--- config.mk ---
export PLATFORM = sky130hd
export DESIGN_NAME = umi_endpoint_top
export DESIGN_NICKNAME = d
export VERILOG_FILES = /design/src/umi_cmd_pkg.sv /design/src/umi_mem_pkg.sv /design/src/umi_atomic.sv /design/src/umi_decode.sv /design/src/umi_endpoint_top.sv /design/src/umi_mem_endpoint.sv /design/src/umi_pack.sv /design/src/umi_unpack.sv
export SDC_FILE = /design/constraint.sdc
export NUM_CORES = 2
export LEC_CHECK = 0
export BUFFER_PORTS_ARGS = -buffer_cell sky130_fd_sc_hd__buf_2
export CAP_MARGIN = 20
export CORE_MARGIN = 2
export CORE_UTILIZATION = 60
export DETAILED_ROUTE_END_ITERATION = 6
export PLACE_DENSITY = 0.77
export SYNTH_ARGS = -nofsm -noshare
export SYNTH_HDL_FRONTEND = slang
export SYNTH_HIERARCHICAL = 1
export SYNTH_SLANG_ARGS = --single-unit
--- constraint.sdc ---
create_clock -name clk -period 15.2 [get_ports clk]
set_clock_uncertainty 0.15 [all_clocks]
set_input_delay 3.8 -clock clk [delete_from_list [all_inputs] [get_ports clk]]
set_output_delay 3.8 -clock clk [all_outputs]
set_load 0.02 [all_outputs]
--- src/umi_cmd_pkg.sv ---
// UMI command word layout, opcodes and field types, imported by every block that handles commands
package umi_cmd_pkg;

   localparam int CMD_W = 32;                // Command word width

   // Field positions within the command word
   localparam int CMD_OPCODE_LSB   = 0;
   localparam int CMD_SIZE_LSB     = 5;
   localparam int CMD_LEN_LSB      = 8;      // Also the atomic type
   localparam int CMD_QOS_LSB      = 16;
   localparam int CMD_PROT_LSB     = 20;
   localparam int CMD_EOM_BIT      = 22;
   localparam int CMD_EOF_BIT      = 23;
   localparam int CMD_EX_BIT       = 24;
   localparam int CMD_USER_LSB     = 25;     // Requests only
   localparam int CMD_ERR_LSB      = 25;     // Same bits, responses only
   localparam int CMD_HOSTID_LSB   = 27;
   localparam int CMD_USER_EXT_LSB = 8;      // Spans len up to user

   typedef logic [CMD_W-1:0] cmd_t;          // Whole command word
   typedef logic [4:0]       opcode_t;       // Bits 4..0
   typedef logic [2:0]       size_t;         // Bits 7..5, log2 of bytes
   typedef logic [7:0]       len_t;          // Bits 15..8, beats minus one
   typedef logic [3:0]       qos_t;          // Bits 19..16
   typedef logic [1:0]       prot_t;         // Bits 21..20
   typedef logic [1:0]       user_t;         // Bits 26..25 in requests
   typedef logic [1:0]       err_t;          // Bits 26..25 in responses
   typedef logic [4:0]       hostid_t;       // Bits 31..27
   typedef logic [18:0]      user_ext_t;     // Bits 26..8

   // Request opcodes, all odd
   localparam opcode_t OP_INVALID      = 5'h00;
   localparam opcode_t OP_REQ_READ     = 5'h01;
   localparam opcode_t OP_REQ_WRITE    = 5'h03;
   localparam opcode_t OP_REQ_POSTED   = 5'h05;
   localparam opcode_t OP_REQ_RDMA     = 5'h07;
   localparam opcode_t OP_REQ_ATOMIC   = 5'h09;
   localparam opcode_t OP_REQ_USER0    = 5'h0B;
   localparam opcode_t OP_REQ_FUTURE0  = 5'h0D;
   localparam opcode_t OP_REQ_ERROR    = 5'h0F;
   localparam opcode_t OP_LINK         = 5'h1F; // Link control, never answered

   // Response opcodes, all even
   localparam opcode_t OP_RESP_READ    = 5'h02;
   localparam opcode_t OP_RESP_WRITE   = 5'h04;
   localparam opcode_t OP_RESP_USER0   = 5'h06;
   localparam opcode_t OP_RESP_USER1   = 5'h08;
   localparam opcode_t OP_RESP_FUTURE0 = 5'h0A;
   localparam opcode_t OP_RESP_FUTURE1 = 5'h0C;
   localparam opcode_t OP_RESP_LINK    = 5'h0E;

   // Response error codes
   localparam err_t ERR_OK     = 2'b00;
   localparam err_t ERR_DEVICE = 2'b10;

   localparam size_t SIZE_WORD = 3'd2;       // 4 bytes per beat

endpackage

--- src/umi_mem_pkg.sv ---
// Memory geometry, address and data types and atomic codes, imported by the memory endpoint side
package umi_mem_pkg;

   localparam int MEM_DEPTH = 64;            // Words in the endpoint memory
   localparam int ADDR_W    = 64;            // UMI address width
   localparam int DATA_W    = 32;            // One word per beat
   localparam int IDX_W     = $clog2(MEM_DEPTH);
   localparam int IDX_LSB   = 2;             // Byte address to word index
   localparam int ATYPE_W   = 8;

   typedef logic [ADDR_W-1:0]  addr_t;
   typedef logic [DATA_W-1:0]  data_t;
   typedef logic [IDX_W-1:0]   mem_index_t;  // Address bits 7..2
   typedef logic [ATYPE_W-1:0] atype_t;      // Carried in the len field

   // Atomic operation codes
   localparam atype_t AT_ADD  = 8'd0;
   localparam atype_t AT_AND  = 8'd1;
   localparam atype_t AT_OR   = 8'd2;
   localparam atype_t AT_XOR  = 8'd3;
   localparam atype_t AT_MAX  = 8'd4;        // Signed
   localparam atype_t AT_MIN  = 8'd5;        // Signed
   localparam atype_t AT_MAXU = 8'd6;
   localparam atype_t AT_MINU = 8'd7;
   localparam atype_t AT_SWAP = 8'd8;        // Highest legal code

endpackage

--- src/umi_atomic.sv ---
// Atomic ALU computing the new memory word from the old word and the request operand
module umi_atomic
   import umi_mem_pkg::*;
(
   input  atype_t atype,
   input  data_t  mem_word,
   input  data_t  operand,
   output data_t  result
);

   logic max_s;                              // Old word is signed-greater
   logic max_u;                              // Old word is unsigned-greater

   assign max_s = $signed(mem_word) > $signed(operand);
   assign max_u = mem_word > operand;

   always_comb begin
      case (atype)
         AT_ADD:  result = mem_word + operand;         // Wraps
         AT_AND:  result = mem_word & operand;
         AT_OR:   result = mem_word | operand;
         AT_XOR:  result = mem_word ^ operand;
         AT_MAX:  result = max_s ? mem_word : operand;
         AT_MIN:  result = max_s ? operand : mem_word;
         AT_MAXU: result = max_u ? mem_word : operand;
         AT_MINU: result = max_u ? operand : mem_word;
         AT_SWAP: result = operand;                    // Old word goes back in the response
         default: result = mem_word;                   // Illegal code keeps memory as is
      endcase
   end

endmodule

--- src/umi_decode.sv ---
// Opcode classifier producing one-hot command class flags, used inside the unpacker
module umi_decode
   import umi_cmd_pkg::*;
(
   input  cmd_t command,
   output logic cmd_invalid,
   output logic cmd_request,
   output logic cmd_response,
   output logic cmd_read,
   output logic cmd_write,
   output logic cmd_write_posted,
   output logic cmd_rdma,
   output logic cmd_atomic,
   output logic cmd_user0,
   output logic cmd_future0,
   output logic cmd_error,
   output logic cmd_link,
   output logic cmd_read_resp,
   output logic cmd_write_resp,
   output logic cmd_link_resp
);

   opcode_t opcode;

   assign opcode = command[CMD_OPCODE_LSB +: $bits(opcode_t)];

   // Special codes
   assign cmd_invalid = (opcode == OP_INVALID);    // All zero
   assign cmd_error   = (opcode == OP_REQ_ERROR);  // Odd but not a request
   assign cmd_link    = (opcode == OP_LINK);       // Odd but not a request

   // Broad classes
   assign cmd_request  = opcode[0] & ~cmd_error & ~cmd_link; // Odd opcodes
   assign cmd_response = ~opcode[0] & ~cmd_invalid;          // Even, non-zero

   // Individual requests
   assign cmd_read         = (opcode == OP_REQ_READ);
   assign cmd_write        = (opcode == OP_REQ_WRITE);  // Acked write
   assign cmd_write_posted = (opcode == OP_REQ_POSTED); // No ack
   assign cmd_rdma         = (opcode == OP_REQ_RDMA);
   assign cmd_atomic       = (opcode == OP_REQ_ATOMIC);
   assign cmd_user0        = (opcode == OP_REQ_USER0);
   assign cmd_future0      = (opcode == OP_REQ_FUTURE0);

   // Individual responses
   assign cmd_read_resp  = (opcode == OP_RESP_READ);  // Also atomic return
   assign cmd_write_resp = (opcode == OP_RESP_WRITE); // Write ack
   assign cmd_link_resp  = (opcode == OP_RESP_LINK);

endmodule

--- src/umi_endpoint_top.sv ---
// Top level of the UMI memory endpoint, wiring unpacker, endpoint and packer to the request ports
module umi_endpoint_top
   import umi_cmd_pkg::*;
   import umi_mem_pkg::*;
(
   input  logic  clk,
   input  logic  reset,
   input  logic  req_valid,                  // One-cycle strobe
   input  cmd_t  req_cmd,
   input  addr_t req_addr,
   input  data_t req_data,
   output logic  resp_valid,                 // One cycle after the request
   output cmd_t  resp_cmd,
   output data_t resp_data
);

   opcode_t cmd_opcode;
   size_t   cmd_size;
   len_t    cmd_len;
   atype_t  cmd_atype;
   hostid_t cmd_hostid;
   logic    cmd_request;
   logic    cmd_read;
   logic    cmd_write;
   logic    cmd_write_posted;
   logic    cmd_atomic;
   opcode_t rsp_opcode;
   size_t   rsp_size;
   len_t    rsp_len;
   hostid_t rsp_hostid;
   err_t    rsp_err;

   umi_unpack u_unpack (
      .packet_cmd        (req_cmd),
      .cmd_opcode        (cmd_opcode),
      .cmd_size          (cmd_size),
      .cmd_len           (cmd_len),
      .cmd_atype         (cmd_atype),
      .cmd_qos           (),
      .cmd_prot          (),
      .cmd_eom           (),
      .cmd_eof           (),
      .cmd_ex            (),
      .cmd_user          (),
      .cmd_user_extended (),
      .cmd_err           (),
      .cmd_hostid        (cmd_hostid),
      .cmd_request       (cmd_request),
      .cmd_read          (cmd_read),
      .cmd_write         (cmd_write),
      .cmd_write_posted  (cmd_write_posted),
      .cmd_atomic        (cmd_atomic)
   );

   umi_mem_endpoint u_endpoint (
      .clk              (clk),
      .reset            (reset),
      .req_valid        (req_valid),
      .cmd_request      (cmd_request),
      .cmd_read         (cmd_read),
      .cmd_write        (cmd_write),
      .cmd_write_posted (cmd_write_posted),
      .cmd_atomic       (cmd_atomic),
      .cmd_opcode       (cmd_opcode),
      .cmd_size         (cmd_size),
      .cmd_len          (cmd_len),
      .cmd_atype        (cmd_atype),
      .cmd_hostid       (cmd_hostid),
      .req_addr         (req_addr),
      .req_data         (req_data),
      .rsp_valid        (resp_valid),
      .rsp_opcode       (rsp_opcode),
      .rsp_size         (rsp_size),
      .rsp_len          (rsp_len),
      .rsp_hostid       (rsp_hostid),
      .rsp_err          (rsp_err),
      .rsp_data         (resp_data)
   );

   umi_pack u_pack (
      .opcode     (rsp_opcode),
      .size       (rsp_size),
      .len        (rsp_len),
      .hostid     (rsp_hostid),
      .err        (rsp_err),
      .packet_cmd (resp_cmd)
   );

endmodule

--- src/umi_mem_endpoint.sv ---
// Word memory endpoint executing single-beat UMI requests and registering the response fields
module umi_mem_endpoint
   import umi_cmd_pkg::*;
   import umi_mem_pkg::*;
(
   input  logic    clk,
   input  logic    reset,
   input  logic    req_valid,
   input  logic    cmd_request,
   input  logic    cmd_read,
   input  logic    cmd_write,
   input  logic    cmd_write_posted,
   input  logic    cmd_atomic,
   input  opcode_t cmd_opcode,
   input  size_t   cmd_size,
   input  len_t    cmd_len,
   input  atype_t  cmd_atype,
   input  hostid_t cmd_hostid,
   input  addr_t   req_addr,
   input  data_t   req_data,
   output logic    rsp_valid,
   output opcode_t rsp_opcode,
   output size_t   rsp_size,
   output len_t    rsp_len,
   output hostid_t rsp_hostid,
   output err_t    rsp_err,
   output data_t   rsp_data
);

   // Per-request classification, decided in the same cycle
   typedef enum logic [2:0] {
      REQ_READ,
      REQ_WRITE,
      REQ_POSTED,
      REQ_ATOMIC,
      REQ_REJECT
   } req_kind_t;

   data_t      mem [MEM_DEPTH];              // Word storage
   mem_index_t idx;
   data_t      old_word;                     // Current word at idx
   data_t      atomic_result;
   data_t      wdata;
   logic       supported;
   logic       mem_we;
   logic       rsp_fire;
   logic       read_class;                   // Answers with a read response
   req_kind_t  kind;

   assign idx      = req_addr[IDX_LSB +: $bits(mem_index_t)]; // Upper bits alias
   assign old_word = mem[idx];

   // Atomics reuse len as atype, so only the code range is checked there
   assign supported = (cmd_size == SIZE_WORD) &&
                      (cmd_atomic ? (cmd_atype <= AT_SWAP) : (cmd_len == '0));

   always_comb begin
      kind = REQ_REJECT;                     // RDMA, user0, future0, unsupported
      if (supported) begin
         if (cmd_read)
            kind = REQ_READ;
         else if (cmd_write)
            kind = REQ_WRITE;
         else if (cmd_write_posted)
            kind = REQ_POSTED;
         else if (cmd_atomic)
            kind = REQ_ATOMIC;
      end
   end

   umi_atomic u_atomic (
      .atype    (cmd_atype),
      .mem_word (old_word),
      .operand  (req_data),
      .result   (atomic_result)
   );

   assign wdata  = (kind == REQ_ATOMIC) ? atomic_result : req_data;
   assign mem_we = req_valid &&
                   (kind == REQ_WRITE || kind == REQ_POSTED || kind == REQ_ATOMIC);

   // Posted writes never answer, even when dropped
   assign rsp_fire   = req_valid & cmd_request & ~cmd_write_posted;
   assign read_class = cmd_read | cmd_atomic | (cmd_opcode == OP_REQ_RDMA);

   always_ff @(posedge clk) begin
      if (reset) begin
         for (int i = 0; i < MEM_DEPTH; i++) begin
            mem[i] <= '0;                    // Reads after reset see zero
         end
      end else if (mem_we) begin
         mem[idx] <= wdata;
      end
   end

   always_ff @(posedge clk) begin
      if (reset)
         rsp_valid <= 1'b0;
      else
         rsp_valid <= rsp_fire;              // One pulse per answered request
   end

   // Response payload, only loaded when a response goes out
   always_ff @(posedge clk) begin
      if (rsp_fire) begin
         rsp_opcode <= read_class ? OP_RESP_READ : OP_RESP_WRITE;
         rsp_size   <= cmd_size;
         rsp_len    <= cmd_len;
         rsp_hostid <= cmd_hostid;
         rsp_err    <= (kind == REQ_REJECT) ? ERR_DEVICE : ERR_OK;
         rsp_data   <= (kind == REQ_READ || kind == REQ_ATOMIC) ? old_word : '0; // Old value
      end
   end

endmodule

--- src/umi_pack.sv ---
// Response command packer assembling a UMI command word from the endpoint's response fields
module umi_pack
   import umi_cmd_pkg::*;
(
   input  opcode_t opcode,
   input  size_t   size,
   input  len_t    len,
   input  hostid_t hostid,
   input  err_t    err,
   output cmd_t    packet_cmd
);

   // qos, prot, eof and ex stay zero in responses
   always_comb begin
      packet_cmd = '0;
      packet_cmd[CMD_OPCODE_LSB +: $bits(opcode_t)] = opcode;
      packet_cmd[CMD_SIZE_LSB +: $bits(size_t)]     = size;   // Echo of request
      packet_cmd[CMD_LEN_LSB +: $bits(len_t)]       = len;    // Echo, atype for atomics
      packet_cmd[CMD_EOM_BIT]                       = 1'b1;   // Single beat ends message
      packet_cmd[CMD_ERR_LSB +: $bits(err_t)]       = err;    // Shares user bits
      packet_cmd[CMD_HOSTID_LSB +: $bits(hostid_t)] = hostid; // Route back to requester
   end

endmodule

--- src/umi_unpack.sv ---
// Command word unpacker splitting a UMI command into named fields plus request class flags
module umi_unpack
   import umi_cmd_pkg::*;
   import umi_mem_pkg::*;
(
   input  cmd_t      packet_cmd,
   output opcode_t   cmd_opcode,
   output size_t     cmd_size,
   output len_t      cmd_len,
   output atype_t    cmd_atype,
   output qos_t      cmd_qos,
   output prot_t     cmd_prot,
   output logic      cmd_eom,
   output logic      cmd_eof,
   output logic      cmd_ex,
   output user_t     cmd_user,
   output user_ext_t cmd_user_extended,
   output err_t      cmd_err,
   output hostid_t   cmd_hostid,
   output logic      cmd_request,
   output logic      cmd_read,
   output logic      cmd_write,
   output logic      cmd_write_posted,
   output logic      cmd_atomic
);

   logic cmd_response;                       // Qualifies the err field

   umi_decode u_decode (
      .command          (packet_cmd),
      .cmd_invalid      (),
      .cmd_request      (cmd_request),
      .cmd_response     (cmd_response),
      .cmd_read         (cmd_read),
      .cmd_write        (cmd_write),
      .cmd_write_posted (cmd_write_posted),
      .cmd_rdma         (),
      .cmd_atomic       (cmd_atomic),
      .cmd_user0        (),
      .cmd_future0      (),
      .cmd_error        (),
      .cmd_link         (),
      .cmd_read_resp    (),
      .cmd_write_resp   (),
      .cmd_link_resp    ()
   );

   assign cmd_opcode = packet_cmd[CMD_OPCODE_LSB +: $bits(opcode_t)];
   assign cmd_size   = packet_cmd[CMD_SIZE_LSB +: $bits(size_t)];  // Meaningless for link
   assign cmd_len    = packet_cmd[CMD_LEN_LSB +: $bits(len_t)];
   assign cmd_atype  = packet_cmd[CMD_LEN_LSB +: $bits(atype_t)];  // Same bits as len
   assign cmd_qos    = packet_cmd[CMD_QOS_LSB +: $bits(qos_t)];
   assign cmd_prot   = packet_cmd[CMD_PROT_LSB +: $bits(prot_t)];
   assign cmd_eom    = packet_cmd[CMD_EOM_BIT];
   assign cmd_eof    = packet_cmd[CMD_EOF_BIT];                    // Requests only
   assign cmd_ex     = packet_cmd[CMD_EX_BIT];                     // Requests only
   assign cmd_user   = packet_cmd[CMD_USER_LSB +: $bits(user_t)];
   assign cmd_hostid = packet_cmd[CMD_HOSTID_LSB +: $bits(hostid_t)];

   assign cmd_user_extended = packet_cmd[CMD_USER_EXT_LSB +: $bits(user_ext_t)];

   // User bits only mean error on the response side
   assign cmd_err = cmd_response ? packet_cmd[CMD_ERR_LSB +: $bits(err_t)] : '0;

endmodule
Yosys cells after proc, flatten, opt, wreduce, memory -nomap -nowiden
Memory sizes are Yosys's and may differ from the RTL's.
Index checks and enable logic that the tools add are counted.
{"block": "op_classes", "addsub": 1, "order_cmp": 3, "eq_ne": 20, "n_mux": 22, "n_bitwise": 12, "n_reduce_logical": 8}
{"cell": "$pmux W32 S9", "n": 1}
{"cell": "$mux W32", "n": 6}
{"cell": "$gt A32 B32 Y1", "n": 2}
{"cell": "$add A32 B32 Y32", "n": 1}
{"cell": "$and A32 B32 Y32", "n": 1}
{"cell": "$eq A8 B3 Y1 const B", "n": 4}
{"cell": "$or A32 B32 Y32", "n": 1}
{"cell": "$reduce_or A32 Y1", "n": 1}
{"cell": "$xor A32 B32 Y32", "n": 1}
{"cell": "$mux W3", "n": 6}
{"cell": "$eq A8 B2 Y1 const B", "n": 2}
{"cell": "$eq A5 B3 Y1 const B", "n": 2}
{"cell": "$eq A5 B4 Y1 const B", "n": 2}
{"cell": "$eq A3 B2 Y1 const B", "n": 3}
{"cell": "$eq A8 B1 Y1 const B", "n": 1}
{"cell": "$eq A8 B4 Y1 const B", "n": 1}
{"cell": "$le A8 B4 Y1 const B", "n": 1}
{"cell": "$logic_not A8 Y1", "n": 1}
{"cell": "$mux W1", "n": 7}
{"cell": "$mux W6", "n": 1}
{"cell": "$eq A5 B1 Y1 const B", "n": 1}
{"cell": "$eq A5 B2 Y1 const B", "n": 1}
{"cell": "$eq A5 B5 Y1 const B", "n": 1}
{"cell": "$and A1 B1 Y1", "n": 4}
{"cell": "8 further kinds", "n": 14}
{"block": "totals", "regBits": 56, "ram_bits": 2048, "in_bits": 131, "output_inout_bits": 65, "elab_cells": 74, "memories": 1}
{"memory": "u_endpoint.mem", "depth": 64, "width": 32, "rd": 1, "rd_ports_with_merged_regs": 0, "wr": 64, "line": "umi_mem_endpoint.sv:39", "rtl": "data_t mem [MEM_DEPTH];"}

Depth between registers and ports, before layout
{"block": "logic_depth", "depth_word": 15, "mapped_depth": 27}

Cells and area by module
The synthesis kept the hierarchy.
{"module": "umi_mem_endpoint", "instances": 1, "cells_per_inst": 7128, "area_per_inst_um2": 91988.2, "seq_area_each_um2": 63050.5}
{"module": "umi_atomic", "instances": 1, "cells_per_inst": 665, "area_per_inst_um2": 4678.2, "seq_area_each_um2": 0.0}
{"module": "umi_unpack", "instances": 1, "cells_per_inst": 61, "area_per_inst_um2": 455.4, "seq_area_each_um2": 0.0}
{"module": "umi_pack", "instances": 1, "cells_per_inst": 34, "area_per_inst_um2": 247.7, "seq_area_each_um2": 0.0}
{"module": "umi_decode", "instances": 1, "cells_per_inst": 28, "area_per_inst_um2": 183.9, "seq_area_each_um2": 0.0}

Worst setup path before layout
OpenSTA, ideal clock, no wires.
{"block": "synth_path", "path_type": "in2reg", "startpoint": "input req_addr[4]", "endpoint": "memory u_endpoint/mem[49][5] (netlist name) (data pin)", "arrival_time_ns": 8.831, "t_required_ns": 14.784, "setup_slack_ns": 5.953, "stages": 24, "cell_sequence": "buf_4 -> clkbuf_1 -> buf_2 -> mux2_2 -> a221oi_1 -> o22ai_1 -> a22oi_1 -> nand4_1 -> or2_2 -> inv_1 -> ha_1 -> clkbuf_1 -> nor4_2 -> nand3_1 -> nor4_4 -> or4_4 -> a22oi_2 -> a311oi_4 -> nand3_4 -> buf_6 -> a221o_1 -> mux2i_1 -> clkbuf_1 -> nor2_1"}
{"element": "from (decl)", "line": "umi_endpoint_top.sv:10", "rtl": "input addr_t req_addr,"}
{"element": "to (decl)", "line": "umi_mem_endpoint.sv:39"}

==> reports/summary.txt <==
STA
---------------------------------------------------------------------------------
Final-layout setup total negative slack                                      0 ns
Fmax                                                                     82.0 MHz
Final Hold Fails                                                                0
Slew @ Worst Pin                                                          1.38 ns
Relative max-transition margin                                             0.0730
Post-layout min period                                                   12.19 ns
Post-route fraction of the period consumed by the critical path             0.802
Worst hold margin                                                        0.731 ns
RSZ-0062 raised after global routing                                           no
Number of pins exceeding their max-slew limit in the final report               0
Count of endpoints failing setup in the final report                            0

CLOCKING
---------------------------------------------------------------------------------
Longest Clk Path Bufs                                                           3
TritonCTS Buffers                                                             198
Post-CTS setup buffer count                                                     0
Number of clock sinks                                                        2100
Cell chosen for the clock root                                          clkbuf_16
CTS-repair resized insts                                                        0
Clock transition at path regs                                             0.06 ns
TritonCTS clock tree                                                          yes
Level count of the clock H-tree                                                 4
Hold bufs inserted after CTS                                                    0
Source-to-sink clock delay at the later pin of the worst-skew pair        0.87 ns

SETUP PATH
---------------------------------------------------------------------------------
Startpoint Class                                                     primary input
Endpoint arrival time on the critical path                               12.62 ns
Type of destination of the critical path                                     flop
Worst r2r path cells                                                           21
CP cell instances                                                    buf_2 -> nand3b_1 -> buf_4 -> nor2_1 -> buf_4 -> a22o_1 -> a2111oi_2 -> nand4_1 -> inv_1 -> ha_1 -> nor4_1 -> nand4_1 -> nor4_4 -> nand2b_1 -> a22oi_1 -> nand4b_1 -> buf_4 -> or2_1 -> a222oi_1 -> o21ai_1 -> mux2i_4 -> buf_4 -> nor2_1
CP Max Fanout                                                                  21
Critical path start-end classification                                  in -> reg
Critical path data required time                                         15.63 ns
Critical path's most frequent cell                                          buf_4
Critical path's slowest cell                                            a2111oi_2
Slowest cell delay on critical path                                       1.05 ns

ROUTING
---------------------------------------------------------------------------------
WL final                                                                   306 mm
Total DRC errors in the routed layout                                          18
Starting DRT DRC Count                                                      11600
Number of routed nets with antenna violations                                   0
First drt pass iteration count                                                  7
Routed WL per cell                                                        30.9 um
Vias per std cell                                                            6.95
Vias                                                                        68900

FINISH
---------------------------------------------------------------------------------
Filler cells                                                                11300
Nets@finish                                                                  7810
Share of layout cells above drive strength 1                                0.132
Area delta synth->final                                                     8.16%
Area of the multi-input gates                                          0.0302 mm2
Sequential standard cell area                                          0.0631 mm2

POWER AND IR DROP
---------------------------------------------------------------------------------
Sw Ratio                                                                    0.246
Combinational fraction of design power                                      0.102
Share of power burned in the clock network                                  0.370
Switching power of the nets                                             0.00313 W
Leakage component of the power                                            35.9 nW
P per Cell Area                                                        121 mW/mm2
Max VDD drop                                                             0.142 mV
Internal power consumption                                              0.00959 W
Part of the total power dissipated in sequential elements                   0.528

SYNTHESIS
---------------------------------------------------------------------------------
Yosys warning count                                                             6
Post-Synthesis Cell Area                                               0.0972 mm2
Synthesized instance count                                                   7870
Per-instance average area after synthesis                                12.4 um2

PLACE
---------------------------------------------------------------------------------
Final estimated routing congestion in global placement                      0.966
Port Buffers                                                                  113
HPWL after DPL                                                             178 mm

FLOW RUN
---------------------------------------------------------------------------------
Max-cap violations                                                              0

OUTCOME
---------------------------------------------------------------------------------
Failing checks                                                       design-rule violations
Status                                                               finished, violations left

FLOORPLANNING
---------------------------------------------------------------------------------
Die outline area                                                        0.165 mm2
Core outline area                                                       0.161 mm2
Floorplan die height                                                       407 um
Count of pins on the block boundary                                           196
Total number of placement rows                                                147
Die width                                                                  407 um
Initial Utilization                                                         0.605

GRT
---------------------------------------------------------------------------------
Overall overflow remaining after global route                                   0
Maximum number of pins on one net before global-route repair                  127
Number of antenna violations at the first check in global routing              22
Global-route wire length before repair                                     439 mm
Number of global-route vias before repair                                   66400
Total track usage                                                           0.367

MIN PATH
---------------------------------------------------------------------------------
Worst hold stages                                                               4
HP Class                                                               reg -> reg

registers in the layout, summed over array words and instances, names as in the netlist:
register	cells
u_endpoint/mem	2048
u_endpoint/rsp_data	32
u_endpoint/rsp_len	8
u_endpoint/rsp_hostid	5
u_endpoint/rsp_size	3
u_endpoint/rsp_opcode	2
u_endpoint/rsp_err	1
u_endpoint/rsp_valid	1
power groups by stage:
stage	combinational [W]	clock [W]	sequential (W)
floorplan	0.000799	0	0.00682
global placement	0.00121	0	0.00682
detailed placement	0.00123	0	0.00684
CTS	0.00124	0.00471	0.00672
global route	0.00133	0.00492	0.00674
finish	0.00129	0.00471	0.00672
worst max-delay path: cells and delay by family:
| kind | cells | cell delay [ns] |
|---|---|---|
| adders and majority gates | 1 | 0.38 |
| and+or+nand+nor | 10 | 3.83 |
| AOI/OAI and AO/OA | 5 | 1.90 |
| muxes | 1 | 0.53 |
| buffers and inverters | 6 | 2.09 |
final timing paths:
| kind | from | endpoint | slack (ns) |
|---|---|---|---|
| max | req_addr[5] | u_endpoint/mem[35][31]$_SDFFCE_PN0P_ | 3.01 |
| min reg2reg | u_endpoint/mem[35][12]$_SDFFCE_PN0P_ | u_endpoint/rsp_data[12]$_SDFFCE_PN0P_ | 0.73 |
| min | u_endpoint/mem[35][12]$_SDFFCE_PN0P_ | u_endpoint/rsp_data[12]$_SDFFCE_PN0P_ | 0.73 |
| max reg2reg | u_endpoint/mem[7][12]$_SDFFCE_PN0P_ | u_endpoint/mem[35][31]$_SDFFCE_PN0P_ | 6.78 |
area by class of cell:
class | count | share of cell area
timing repair buffer | 357 | 0.0264
clock inverter | 109 | 0.00713
multi-input combinational | 4829 | 0.287
sequential | 2100 | 0.600
antenna | 5 | 0.000119
inverter | 96 | 0.00347
clock buffer | 255 | 0.0504
tap | 2160 | 0.0257
cell usage in the layout (no fill, tap or decap), types with 39 or more instances in the layout:
master,instances
mux4_2,75
a221oi_1,228
and3_1,40
nand3_1,118
edfxtp_1,2099
nor2_1,2166
ha_1,96
nand2_1,139
buf_2,110
mux2_2,143
inv_1,92
clkbuf_16,204
o22ai_1,141
mux2i_1,228
nand2b_1,44
clkinv_2,39
nor3_1,40
a21oi_1,199
a22o_1,46
a22oi_1,228
buf_4,215
clkbuf_1,51
clkinv_1,49
nand3b_1,98
o21ai_0,129
routing by layer:
metal / GRT usage / up-vias / routed length [um]
li1: - / 28300 / -
met1: 0.463 / 33500 / 98900
met2: 0.550 / 5915 / 135000
met3: 0.125 / 1117 / 50900
met4: 0.222 / 30 / 21400
met5: 0 / - / 320
stage by stage:
stage                util  total power, W  cell area [um2]  worst slack (ns)  std cells
floorplan               -         0.00761            97300              5.95       7880
CTS                 0.654          0.0127           105000              3.42       9903
finish              0.654          0.0127           105000              3.01       9911
global route        0.654          0.0130           105000              2.93       9906
global placement    0.616         0.00803            99000              2.59       9536
detailed placement  0.616         0.00807            99100              2.54       9539
Note: power is estimated with default switching activity, not from simulation.
